$ cat config.mk
export PLATFORM = sky130hd
export DESIGN_NAME = cw_board_top
export DESIGN_NICKNAME = d
export VERILOG_FILES = /design/src/rtl/cw_pkg.sv /design/src/rtl/cw_board_top.sv /design/src/rtl/capture_core.sv /design/src/rtl/mask_cipher.sv /design/src/rtl/gpio_wb.sv /design/src/rtl/jtag_mux.sv
export SDC_FILE = /design/constraint.sdc
export NUM_CORES = 1
export LEC_CHECK = 0
export BUFFER_PORTS_ARGS = -buffer_cell sky130_fd_sc_hd__buf_2
export CAP_MARGIN = 40
export CELL_PAD_IN_SITES_DETAIL_PLACEMENT = 2
export CELL_PAD_IN_SITES_GLOBAL_PLACEMENT = 2
export CORE_MARGIN = 4
export CORE_UTILIZATION = 36
export CTS_CLUSTER_DIAMETER = 80
export CTS_CLUSTER_SIZE = 40
export DETAILED_ROUTE_END_ITERATION = 16
export HOLD_SLACK_MARGIN = 0.02
export PLACE_DENSITY_LB_ADDON = 0.1
export SYNTH_ARGS = -nofsm -noshare
export SYNTH_HDL_FRONTEND = slang
export SYNTH_SLANG_ARGS = --single-unit
$ cat constraint.sdc
create_clock -name clk_main_i -period 6.05 [get_ports clk_main_i]
set_input_delay 0.605 -clock clk_main_i [delete_from_list [all_inputs] [get_ports clk_main_i]]
set_output_delay 0.605 -clock clk_main_i [all_outputs]
set_load 0.005 [all_outputs]
$ cat src/rtl/cw_pkg.sv
// Shared constants and types for the capture target
// Pad layout, JTAG overlay indices, register map, cipher constants and bus structs

package cw_pkg;

  // Pad counts, MIO first then DIO
  localparam int NumMio = 16;
  localparam int NumDio = 4;
  localparam int NumIos = NumMio + NumDio;

  typedef logic [NumIos-1:0] pad_vec_t;

  // JTAG overlay pads
  localparam int JtagEnIdx = 12;
  localparam int TckIdx    = NumMio + 0;
  localparam int TmsIdx    = NumMio + 1;
  localparam int TdiIdx    = NumMio + 2;
  localparam int TdoIdx    = NumMio + 3;

  // Scope trigger on GPIO 15
  localparam int TriggerIdx = 15;

  // Core-side inputs while JTAG owns the DIO pads, TMS idles high
  localparam pad_vec_t JtagTieOff = pad_vec_t'(1) << TmsIdx;

  // Word address map
  localparam logic [3:0] AdrGpioOut = 4'd0;
  localparam logic [3:0] AdrGpioOe  = 4'd1;
  localparam logic [3:0] AdrGpioIn  = 4'd2;
  localparam logic [3:0] AdrKey     = 4'd4;
  localparam logic [3:0] AdrData    = 4'd5;
  localparam logic [3:0] AdrCtrl    = 4'd6;
  localparam logic [3:0] AdrResult  = 4'd7;

  localparam int CipherRounds = 8;

  // Wishbone classic, word addressed
  typedef struct packed {
    logic        cyc;
    logic        stb;
    logic        we;
    logic [3:0]  adr;
    logic [31:0] dat;
    logic [3:0]  sel;
  } wb_req_t;

  typedef struct packed {
    logic        ack;
    logic [31:0] dat;
  } wb_rsp_t;

endpackage
$ cat src/rtl/cw_board_top.sv
// Board-level wrapper of the capture target
// Places the JTAG overlay between the core pad vectors and the board pads

`timescale 1ns/1ps

module cw_board_top import cw_pkg::*; #(
  parameter int Rounds  = CipherRounds,
  parameter int TrigIdx = TriggerIdx
) (
  input  logic     clk_main_i,
  input  logic     reset_i,
  input  wb_req_t  wb_req_i,
  output wb_rsp_t  wb_rsp_o,
  input  pad_vec_t pad_in_i,
  output pad_vec_t pad_out_o,
  output pad_vec_t pad_oe_o,
  output logic     jtag_tck_o,
  output logic     jtag_tms_o,
  output logic     jtag_tdi_o,
  input  logic     jtag_tdo_i
);

  pad_vec_t core_out;
  pad_vec_t core_oe;
  pad_vec_t core_in;

  jtag_mux #(
    .NumIos    (NumIos),
    .JtagEnIdx (JtagEnIdx),
    .TckIdx    (TckIdx),
    .TmsIdx    (TmsIdx),
    .TdiIdx    (TdiIdx),
    .TdoIdx    (TdoIdx),
    .TieOff    (JtagTieOff)
  ) i_jtag_mux (
    .core_out_i (core_out),
    .core_oe_i  (core_oe),
    .core_in_o  (core_in),
    .pad_out_o  (pad_out_o),
    .pad_oe_o   (pad_oe_o),
    .pad_in_i   (pad_in_i),
    .jtag_tck_o (jtag_tck_o),
    .jtag_tms_o (jtag_tms_o),
    .jtag_tdi_o (jtag_tdi_o),
    .jtag_tdo_i (jtag_tdo_i)
  );

  capture_core #(
    .TrigIdx (TrigIdx),
    .Rounds  (Rounds)
  ) i_capture_core (
    .clk_main_i (clk_main_i),
    .reset_i    (reset_i),
    .wb_req_i   (wb_req_i),
    .wb_rsp_o   (wb_rsp_o),
    .core_out_o (core_out),
    .core_oe_o  (core_oe),
    .core_in_i  (core_in)
  );

endmodule : cw_board_top

$ cat src/rtl/capture_core.sv
// Core of the capture target, GPIO and cipher behind one Wishbone port
// Also gates the scope trigger pad with the cipher busy flag

`timescale 1ns/1ps

module capture_core import cw_pkg::*; #(
  parameter int TrigIdx = TriggerIdx,
  parameter int Rounds  = CipherRounds
) (
  input  logic     clk_main_i,
  input  logic     reset_i,
  input  wb_req_t  wb_req_i,
  output wb_rsp_t  wb_rsp_o,
  output pad_vec_t core_out_o,
  output pad_vec_t core_oe_o,
  input  pad_vec_t core_in_i
);

  wb_req_t  gpio_req;
  wb_req_t  ciph_req;
  wb_rsp_t  gpio_rsp;
  wb_rsp_t  ciph_rsp;
  pad_vec_t gpio_out;
  logic     ciph_busy;
  logic     gpio_sel;
  logic     ciph_sel;
  logic     none_sel;
  logic     none_ack_q;

  ////////////////////////////////
  // Address decode
  ////////////////////////////////

  // 0-3 GPIO, 4-7 cipher, upper half unmapped
  assign gpio_sel = ~wb_req_i.adr[3] & ~wb_req_i.adr[2];
  assign ciph_sel = ~wb_req_i.adr[3] &  wb_req_i.adr[2];
  assign none_sel =  wb_req_i.adr[3];

  always_comb begin
    gpio_req     = wb_req_i;
    ciph_req     = wb_req_i;
    gpio_req.stb = wb_req_i.stb & gpio_sel;
    ciph_req.stb = wb_req_i.stb & ciph_sel;
  end

  // Unmapped accesses still complete, reading zero
  always_ff @(posedge clk_main_i) begin
    if (reset_i) begin
      none_ack_q <= 1'b0;
    end else begin
      none_ack_q <= wb_req_i.cyc & wb_req_i.stb & none_sel & ~none_ack_q;
    end
  end

  assign wb_rsp_o.ack = gpio_rsp.ack | ciph_rsp.ack | none_ack_q;
  assign wb_rsp_o.dat = gpio_rsp.ack ? gpio_rsp.dat :
                        ciph_rsp.ack ? ciph_rsp.dat : '0;

  gpio_wb i_gpio_wb (
    .clk_main_i (clk_main_i),
    .reset_i    (reset_i),
    .wb_req_i   (gpio_req),
    .wb_rsp_o   (gpio_rsp),
    .gpio_out_o (gpio_out),
    .gpio_oe_o  (core_oe_o),
    .gpio_in_i  (core_in_i)
  );

  mask_cipher #(
    .Rounds (Rounds)
  ) i_mask_cipher (
    .clk_main_i (clk_main_i),
    .reset_i    (reset_i),
    .wb_req_i   (ciph_req),
    .wb_rsp_o   (ciph_rsp),
    .busy_o     (ciph_busy)
  );

  // Trigger only fires while the cipher is actually running
  always_comb begin
    core_out_o          = gpio_out;
    core_out_o[TrigIdx] = gpio_out[TrigIdx] & ciph_busy;
  end

endmodule : capture_core

$ cat src/rtl/mask_cipher.sv
// Iterative cipher on the Wishbone bus, one round per clock
// Write key and data, write 1 to CTRL, poll CTRL until busy clears, read RESULT

`timescale 1ns/1ps

module mask_cipher import cw_pkg::*; #(
  parameter int Rounds = CipherRounds
) (
  input  logic    clk_main_i,
  input  logic    reset_i,
  input  wb_req_t wb_req_i,
  output wb_rsp_t wb_rsp_o,
  output logic    busy_o
);

  localparam int RndW = $clog2(Rounds);

  logic [31:0]     key_q;
  logic [31:0]     data_q;
  logic [31:0]     state_q;
  logic [31:0]     result_q;
  logic [31:0]     rdata_q;
  logic [31:0]     round_next;
  logic [RndW-1:0] round_q;
  logic            busy_q;
  logic            ack_q;
  logic            access;
  logic            wr_en;
  logic            start;
  logic            last_round;

  // data ^ key, rotate left by 3, add the round number
  function automatic logic [31:0] cipher_round(logic [31:0] d, logic [31:0] k,
                                               logic [31:0] r);
    logic [31:0] x;
    x = d ^ k;
    return {x[28:0], x[31:29]} + r;
  endfunction

  assign access     = wb_req_i.cyc & wb_req_i.stb & ~ack_q;
  assign wr_en      = access & wb_req_i.we;
  assign start      = wr_en & (wb_req_i.adr[1:0] == AdrCtrl[1:0]) & wb_req_i.dat[0] & ~busy_q;
  assign last_round = (round_q == RndW'(Rounds - 1));
  assign round_next = cipher_round(state_q, key_q, 32'(round_q));

  ////////////////////////////////
  // Control
  ////////////////////////////////

  always_ff @(posedge clk_main_i) begin
    if (reset_i) begin
      ack_q   <= 1'b0;
      busy_q  <= 1'b0;
      round_q <= '0;
    end else begin
      ack_q <= access;
      if (start) begin
        busy_q  <= 1'b1;
        round_q <= '0;
      end else if (busy_q) begin
        round_q <= round_q + RndW'(1);
        if (last_round) begin
          busy_q <= 1'b0;
        end
      end
    end
  end

  ////////////////////////////////
  // Datapath
  ////////////////////////////////

  // Key and data are held while a run is in progress
  always_ff @(posedge clk_main_i) begin
    if (wr_en && !busy_q) begin
      case (wb_req_i.adr[1:0])
        AdrKey[1:0]:  key_q  <= wb_req_i.dat;
        AdrData[1:0]: data_q <= wb_req_i.dat;
        default: ;
      endcase
    end
  end

  always_ff @(posedge clk_main_i) begin
    if (start) begin
      state_q <= data_q;
    end else if (busy_q) begin
      state_q <= round_next;
    end
    if (busy_q && last_round) begin
      result_q <= round_next;
    end
  end

  always_ff @(posedge clk_main_i) begin
    if (access) begin
      case (wb_req_i.adr[1:0])
        AdrKey[1:0]:    rdata_q <= key_q;
        AdrData[1:0]:   rdata_q <= data_q;
        AdrCtrl[1:0]:   rdata_q <= {31'b0, busy_q};
        AdrResult[1:0]: rdata_q <= result_q;
        default:        rdata_q <= '0;
      endcase
    end
  end

  assign wb_rsp_o.ack = ack_q;
  assign wb_rsp_o.dat = rdata_q;
  assign busy_o       = busy_q;

endmodule : mask_cipher

$ cat src/rtl/gpio_wb.sv
// GPIO slave on the Wishbone bus
// Output and enable registers per pad, plus synchronized pad inputs for reads

`timescale 1ns/1ps

module gpio_wb import cw_pkg::*; (
  input  logic     clk_main_i,
  input  logic     reset_i,
  input  wb_req_t  wb_req_i,
  output wb_rsp_t  wb_rsp_o,
  output pad_vec_t gpio_out_o,
  output pad_vec_t gpio_oe_o,
  input  pad_vec_t gpio_in_i
);

  pad_vec_t    out_q;
  pad_vec_t    oe_q;
  pad_vec_t    in_meta_q;
  pad_vec_t    in_sync_q;
  logic        ack_q;
  logic [31:0] rdata_q;
  logic        access;

  // New request, the cycle before its ack
  assign access = wb_req_i.cyc & wb_req_i.stb & ~ack_q;

  always_ff @(posedge clk_main_i) begin
    if (reset_i) begin
      ack_q <= 1'b0;
    end else begin
      ack_q <= access;
    end
  end

  ////////////////////////////////
  // Registers
  ////////////////////////////////

  always_ff @(posedge clk_main_i) begin
    if (reset_i) begin
      out_q <= '0;
      oe_q  <= '0;
    end else if (access && wb_req_i.we) begin
      case (wb_req_i.adr[1:0])
        AdrGpioOut[1:0]: out_q <= wb_req_i.dat[NumIos-1:0];
        AdrGpioOe[1:0]:  oe_q  <= wb_req_i.dat[NumIos-1:0];
        default: ;
      endcase
    end
  end

  // Two-flop synchronizer on the pad inputs
  always_ff @(posedge clk_main_i) begin
    in_meta_q <= gpio_in_i;
    in_sync_q <= in_meta_q;
  end

  // Read data lands together with ack
  always_ff @(posedge clk_main_i) begin
    if (access) begin
      case (wb_req_i.adr[1:0])
        AdrGpioOut[1:0]: rdata_q <= 32'(out_q);
        AdrGpioOe[1:0]:  rdata_q <= 32'(oe_q);
        AdrGpioIn[1:0]:  rdata_q <= 32'(in_sync_q);
        default:         rdata_q <= '0;
      endcase
    end
  end

  assign wb_rsp_o.ack = ack_q;
  assign wb_rsp_o.dat = rdata_q;
  assign gpio_out_o   = out_q;
  assign gpio_oe_o    = oe_q;

endmodule : gpio_wb

$ cat src/rtl/jtag_mux.sv
// JTAG overlay between the core pad vectors and the padring
// A strap pad hands the four JTAG pads to the TAP and feeds tie-offs to the core

`timescale 1ns/1ps

module jtag_mux #(
  parameter int                NumIos    = 20,
  parameter int                JtagEnIdx = 12,
  parameter int                TckIdx    = 16,
  parameter int                TmsIdx    = 17,
  parameter int                TdiIdx    = 18,
  parameter int                TdoIdx    = 19,
  parameter logic [NumIos-1:0] TieOff    = '0
) (
  // Core side
  input  logic [NumIos-1:0] core_out_i,
  input  logic [NumIos-1:0] core_oe_i,
  output logic [NumIos-1:0] core_in_o,
  // Padring side
  output logic [NumIos-1:0] pad_out_o,
  output logic [NumIos-1:0] pad_oe_o,
  input  logic [NumIos-1:0] pad_in_i,
  // TAP side
  output logic              jtag_tck_o,
  output logic              jtag_tms_o,
  output logic              jtag_tdi_o,
  input  logic              jtag_tdo_i
);

  logic jtag_en;

  // Strap is sampled straight from the pad, active high
  assign jtag_en = pad_in_i[JtagEnIdx];

  always_comb begin
    pad_out_o  = core_out_i;
    pad_oe_o   = core_oe_i;
    core_in_o  = pad_in_i;
    jtag_tck_o = 1'b0;
    jtag_tms_o = 1'b0;
    jtag_tdi_o = 1'b0;

    if (jtag_en) begin
      // TAP inputs, pads left undriven
      jtag_tck_o = pad_in_i[TckIdx];
      jtag_tms_o = pad_in_i[TmsIdx];
      jtag_tdi_o = pad_in_i[TdiIdx];
      pad_out_o[TckIdx] = 1'b0;
      pad_out_o[TmsIdx] = 1'b0;
      pad_out_o[TdiIdx] = 1'b0;
      pad_oe_o[TckIdx]  = 1'b0;
      pad_oe_o[TmsIdx]  = 1'b0;
      pad_oe_o[TdiIdx]  = 1'b0;

      // TDO always driven while the TAP owns the pad
      pad_out_o[TdoIdx] = jtag_tdo_i;
      pad_oe_o[TdoIdx]  = 1'b1;

      // Core sees quiet values on the borrowed pads
      core_in_o[TckIdx] = TieOff[TckIdx];
      core_in_o[TmsIdx] = TieOff[TmsIdx];
      core_in_o[TdiIdx] = TieOff[TdiIdx];
      core_in_o[TdoIdx] = TieOff[TdoIdx];
    end
  end

endmodule : jtag_mux

Yosys cells after proc, flatten, opt, wreduce, memory -nomap -nowiden
Cells that the tools add are included.
{ "word_totals": {"register_bits": 279, "out_inout_bits": 76} }
{ "classes": {"n_addsub": 2, "n_eq_ne": 4, "muxes": 14, "bitwise": 25, "reduce_logical": 11} }
{ "op_table": {"columns": ["op", "count"], "rows": [
  ["$mux W32", 4],
  ["$pmux W32 S4", 1],
  ["$pmux W20 S3", 1],
  ["$add A32 B3 Y32", 1],
  ["$xor A32 B32 Y32", 1],
  ["$and A1 B1 Y1", 16],
  ["$mux W4", 2],
  ["$reduce_and A2 Y1", 4],
  ["$mux W1", 6],
  ["$not A1 Y1", 6],
  ["$eq A2 B2 Y1 const B", 2],
  ["$add A3 B1 Y3 const B", 1],
  ["$eq A3 B3 Y1 const B", 1],
  ["$logic_and A1 B1 Y1", 3],
  ["$eq A2 B1 Y1 const B", 1],
  ["$logic_not A2 Y1", 1],
  ["$or A1 B1 Y1", 2],
  ["$reduce_bool A2 Y1", 1],
  ["$reduce_or A2 Y1", 1],
  ["$logic_not A1 Y1", 1]
]} }

Depth between registers and ports, before layout
{ "depth": {"ltp_word": 10, "ltp_mapped": 10, "depth_no_buf": 9} }

Hierarchy
Synthesis repeated with hierarchy kept, for this count alone.
{ "hier_totals": {"cells_unflattened": 874, "area_unflattened_um2": 11606.1} }
{ "modules_own_cells": {"columns": ["module", "instances", "cells_each", "area_each_um2", "seq_area_each_um2"], "rows": [
  ["mask_cipher", 1, 461, 7064.3, 4904.7],
  ["gpio_wb", 1, 298, 3646.0, 2222.1],
  ["jtag_mux", 1, 64, 475.5, 0.0],
  ["capture_core", 1, 51, 420.4, 20.0]
]} }

Worst setup path after synthesis
OpenSTA, ideal clock, no wires.
{ "synth_path": {"path_kind": "input port to flip-flop", "from": "input port wb_req_i[41] in the netlist's numbering", "to": "register i_capture_core.i_mask_cipher.data_q[0], enable pin", "setup_time_ns": 0.468, "arrival_time_ns": 5.456, "t_required_ns": 5.582, "slack_ns": 0.126, "stages": 4, "n_path_buf": 0, "path_cell_list": "nand2_1 -> nor4b_2 -> nand3b_1 -> nor3b_1"} }
{ "synth_via": {"elab_chain_cells": 6} }
{ "synth_lines": {"columns": ["element", "line_no", "source"], "rows": [
  ["from (decl)", "cw_board_top.sv:12", "input wb_req_t wb_req_i,"],
  ["$and A1 B1 Y1", "capture_core.sv:43", "ciph_req.stb = wb_req_i.stb & ciph_sel;"],
  ["$and A1 B1 Y1 (2 in a row)", "mask_cipher.sv:40", "assign access = wb_req_i.cyc & wb_req_i.stb & ~ack_q;"],
  ["via i_capture_core.i_mask_cipher.access", "mask_cipher.sv:27", "logic access;"],
  ["$and A1 B1 Y1", "mask_cipher.sv:41", "assign wr_en = access & wb_req_i.we;"],
  ["$logic_and A1 B1 Y1", "mask_cipher.sv:75", "if (wr_en && !busy_q) begin"],
  ["$reduce_and A2 Y1 (no line)", null, null],
  ["to (signal assigned)", "mask_cipher.sv:78", "AdrData[1:0]: data_q <= wb_req_i.dat;"],
  ["to (decl)", "mask_cipher.sv:19", "logic [31:0] data_q;"]
]} }
The timed path passes the listed nets, and every way through them passes these cells.
A chain may end at the register's enable or synchronous reset.

Worst setup path after layout
{ "layout_path": {"from": "register i_capture_core.i_mask_cipher.key_q[29]", "to": "register i_capture_core.i_mask_cipher.state_q[22] (data pin)"} }
{ "layout_via": {"elab_chain_cells": 4} }
{ "layout_lines": {"columns": ["element", "line_no", "source"], "rows": [
  ["from (decl)", "mask_cipher.sv:18", "logic [31:0] key_q;"],
  ["from (signal assigned)", "mask_cipher.sv:77", "AdrKey[1:0]: key_q <= wb_req_i.dat;"],
  ["$xor A32 B32 Y32", "mask_cipher.sv:36", "x = d ^ k;"],
  ["$add A32 B3 Y32", "mask_cipher.sv:37", "return {x[28:0], x[31:29]} + r;"],
  ["$mux W32", "mask_cipher.sv:87", "end else if (busy_q) begin"],
  ["$mux W32", "mask_cipher.sv:85", "if (start) begin"],
  ["to (signal assigned)", "mask_cipher.sv:86", "state_q <= data_q;"],
  ["to (signal assigned)", "mask_cipher.sv:88", "state_q <= round_next;"],
  ["to (decl)", "mask_cipher.sv:20", "logic [31:0] state_q;"]
]} }
Every way passes these cells. The select of a mux whose other input is x is not followed.

==> impl_metrics.json <==
{
  "syn_area_sq_um": 11180,
  "firstDrtPassIters": 4,
  "grt_overflow": 0,
  "wire_per_inst_um": 22.75,
  "hold_path_class": "input port to register",
  "max_freq_mhz": 312.3,
  "grt_usage_pct": 17.79,
  "startpoint": "i_capture_core.i_mask_cipher.key_q[29]$_DFFE_PP_",
  "synthArstFlopShare_pct": 0,
  "clock_latency_ns": 0.51,
  "p_seq_share_pct": 59.4,
  "synth_edf_count": 180,
  "p_int_mw": 2.593,
  "ctsHoldBuffers": 0,
  "dieArea_sq_um": 33930,
  "gp_congestion": 0.7742,
  "clock_sinks": 267,
  "clk_pin_slew_ns": 0.11,
  "routed.top_layer": "met4",
  "synth_seq_cells": 267,
  "dieHeight_um": 184.2,
  "outcome": "finished clean",
  "cts_tree": "done",
  "drtIter0Drc": 348,
  "drive_gt1_share_pct": 26.25,
  "vias_per_cell": 5.220,
  "wl_met2_um": 15240,
  "hold_viol": 0,
  "cp_cell_sequence": "xor2_1 > ha_1 > inv_1 > fa_1 > nor2b_1 > o2111ai_2 > or3_1 > nor4_1 > o31ai_1",
  "final.setup_skew_ns": 0.02987,
  "p_leak_nw": 4.939,
  "postCtsSetupRepairBufs": 0,
  "total_power_mw": 3.327,
  "num_rows": 64,
  "fin_util_pct": 41.48,
  "cp-end-kind": "register",
  "cts_root_buf": "clkbuf_16",
  "hpwl_um": 20950,
  "comb_power_share_pct": 4.4,
  "rsz0062_at_grt": "no",
  "clk_path_buf_depth": 3,
  "drc": 0,
  "final_area_sq_um": 12690,
  "antenna_found_initial": 0,
  "instances_no_fill": 1337,
  "yosysSeqAreaShare_pct": 63.94,
  "dp.cells": 1311,
  "yosys_warnings": 0,
  "arrival_ns": 3.43,
  "core_sq_um": 30590,
  "io_buffers": 137,
  "syn_nets": 904,
  "start_kind": "register",
  "tns_ns": 0,
  "syn_avg_cell_area_sq_um": 13.43,
  "syn2layout_area_growth_pct": 13.51,
  "cp.required_ns": 6.28,
  "place_ws_ns": 2.705,
  "critPathMaxStageDelay_ns": 0.60,
  "p_clk_share_pct": 36.1,
  "final_max_slew_viol_count": 0,
  "critPathMaxFanout": 9,
  "hp-start": "pad_in_i[10]",
  "cts_buffers": 15,
  "start_util_pct": 36.54,
  "r2r_start": "i_capture_core.i_mask_cipher.key_q[29]$_DFFE_PP_",
  "grt_start_max_net_pins": 40,
  "drv_cap": 0,
  "fillCellCount": 3099,
  "grt_pass1_wl_um": 46880,
  "slew_headroom_pct": 48.44,
  "layout_min_cycle_time_ns": 3.202,
  "hold_ws_ns": 0.1824,
  "die_w_um": 184.2,
  "p_per_area_nw_per_um2": 262.2,
  "ant_nets": 0,
  "routed-via-count": 6979,
  "h-tree-depth": 1,
  "switchingPower_mw": 0.7338,
  "max_slew.worst_pin.slew_ns": 0.7733,
  "synth_cells": 832,
  "grt_pass1_vias": 7886,
  "met3_length_um": 1095,
  "power_switching_share_pct": 22.05,
  "crit_type": "register to register",
  "wirelength_um": 30420,
  "setup_ws_ns": 2.848,
  "fin_crit_sh_pct": 52.92,
  "n_antenna_cell": 0,
  "post_cts_resized": 0,
  "setup_viol": 0,
  "m1WireLength_um": 13530,
  "ir_drop_uv": 205.9,
  "synth_cell_type_count": 47,
  "placed_area_sq_um": 12170,
  "synth_flop_cell": "edfxtp_1",
  "pin_count": 142,
  "critPathSlowestCell": "or3_1",
  "finalNetCount": 1004
}
==> state kept, by name (all words and copies together), names as in the netlist <==
name and count:
i_capture_core.i_gpio_wb.in_sync_q 20, i_capture_core.i_gpio_wb.rdata_q 20, i_capture_core.none_ack_q 1, i_capture_core.i_mask_cipher.ack_q 1
i_capture_core.i_gpio_wb.gpio_out_o 20, i_capture_core.i_gpio_wb.in_meta_q 20, i_capture_core.i_mask_cipher.state_q 32, i_capture_core.i_gpio_wb.gpio_oe_o 20
i_capture_core.i_mask_cipher.data_q 32, i_capture_core.i_gpio_wb.ack_q 1, i_capture_core.i_mask_cipher.rdata_q 32, i_capture_core.i_mask_cipher.round_q 3
i_capture_core.i_mask_cipher.busy_o 1, i_capture_core.i_mask_cipher.key_q 32, i_capture_core.i_mask_cipher.result_q 32
==> cells in the mapped netlist, types with 2 or more instances <==
cell type / count / area share, %
nand3_1: 8 / 0.36
o2111ai_2: 2 / 0.27
clkbuf_1: 37 / 1.2
nand2_1: 52 / 1.7
xor2_2: 2 / 0.29
nor3b_1: 2 / 0.13
nor3_1: 10 / 0.45
nor4b_2: 2 / 0.27
edfxtp_1: 180 / 48
dfxtp_1: 87 / 16
mux2i_1: 62 / 5.6
nor2_1: 64 / 2.1
xor2_1: 25 / 2.0
and2_1: 20 / 1.1
nor4_1: 12 / 0.67
buf_2: 4 / 0.18
a31oi_1: 3 / 0.17
ha_1: 5 / 0.56
mux2_2: 44 / 4.4
and3_1: 5 / 0.28
a21oi_1: 3 / 0.13
xnor2_1: 26 / 2.0
o31ai_1: 14 / 0.94
and4_1: 2 / 0.16
nor2b_1: 15 / 0.84
o21ai_0: 21 / 0.94
o21a_1: 2 / 0.13
a22o_1: 51 / 4.0
buf_4: 32 / 2.1
nand4_1: 5 / 0.28
o31a_1: 7 / 0.55
or3_1: 5 / 0.28
inv_1: 4 / 0.13
or2_2: 6 / 0.34
==> cell type report <==
type                            instances  area (sq um)  share of cell area (%)
Timing Repair Buffer                  157         877.1                   6.913
Clock inverter                         11         142.6                   1.124
Tap cell                              396         495.5                   3.905
Multi-Input combinational cell        487          3635                   28.65
Inverter                                4         15.01                  0.1183
Sequential cell                       267          7147                   56.33
Clock buffer                           15         375.4                   2.959
==> placed cells by master (no fill, tap or decap), drive strengths merged, types with 6 or more instances in the layout <==
cell / n
o21ai: 21
and2: 20
nand3: 8
o31a: 7
buf: 157
clkbuf: 15
nor2b: 15
mux2: 44
inv: 9
o31ai: 14
xor2: 27
nor4: 13
a22o: 51
xnor2: 26
nor2: 64
or2: 6
dfxtp: 87
mux2i: 62
nor3: 10
edfxtp: 180
nand2: 52
==> worst paths after layout <==
check,end,depth (start not counted),slack (ns)
max,i_capture_core.i_mask_cipher.state_q[22]$_DFFE_PP_,9,2.85
min,i_capture_core.i_gpio_wb.in_meta_q[10]$_DFF_P_,1,0.18
max reg2reg,i_capture_core.i_mask_cipher.state_q[22]$_DFFE_PP_,9,2.85
min reg2reg,i_capture_core.i_gpio_wb.in_sync_q[6]$_DFF_P_,0,0.34
==> worst max-delay path: cells and delay by family (launching register included) <==
kind | cells | cell delay, ns
AND/OR/NAND/NOR | 3 | 1.25
adder cells (fa/ha/maj) | 2 | 0.60
flip-flops | 1 | 0.43
AO/OA/AOI/OAI | 2 | 0.39
XOR/XNOR | 1 | 0.21
buffers and inverters | 1 | 0.06
==> per-layer routing <==
metal	GRT usage, %	vias to the layer above
li1	-	3217
met2	31.84	122
met4	3.342	0
met5	0	-
met1	23.16	3612
met3	2.625	28
==> power groups by stage <==
stage | combinational, mW | clock [mW] | sequential, mW
after floorplan | 0.0749 | 0 | 2.01
after global placement | 0.142 | 0 | 2.02
after detailed placement | 0.150 | 0 | 2.02
after CTS | 0.151 | 1.25 | 1.98
after global routing | 0.161 | 1.32 | 1.98
final | 0.147 | 1.20 | 1.98
==> cell families after synthesis <==
logic type / after synthesis / synth area share, %
adder cells (fa/ha/maj): 6 / 0.7388
AO/OA/AOI/OAI: 107 / 7.456
flip-flops: 267 / 63.94
buffers and inverters: 78 / 3.806
XOR/XNOR: 53 / 4.287
AND/OR/NAND/NOR: 214 / 9.583
multiplexers: 107 / 10.19
Note: power is estimated with default switching activity, not from simulation.
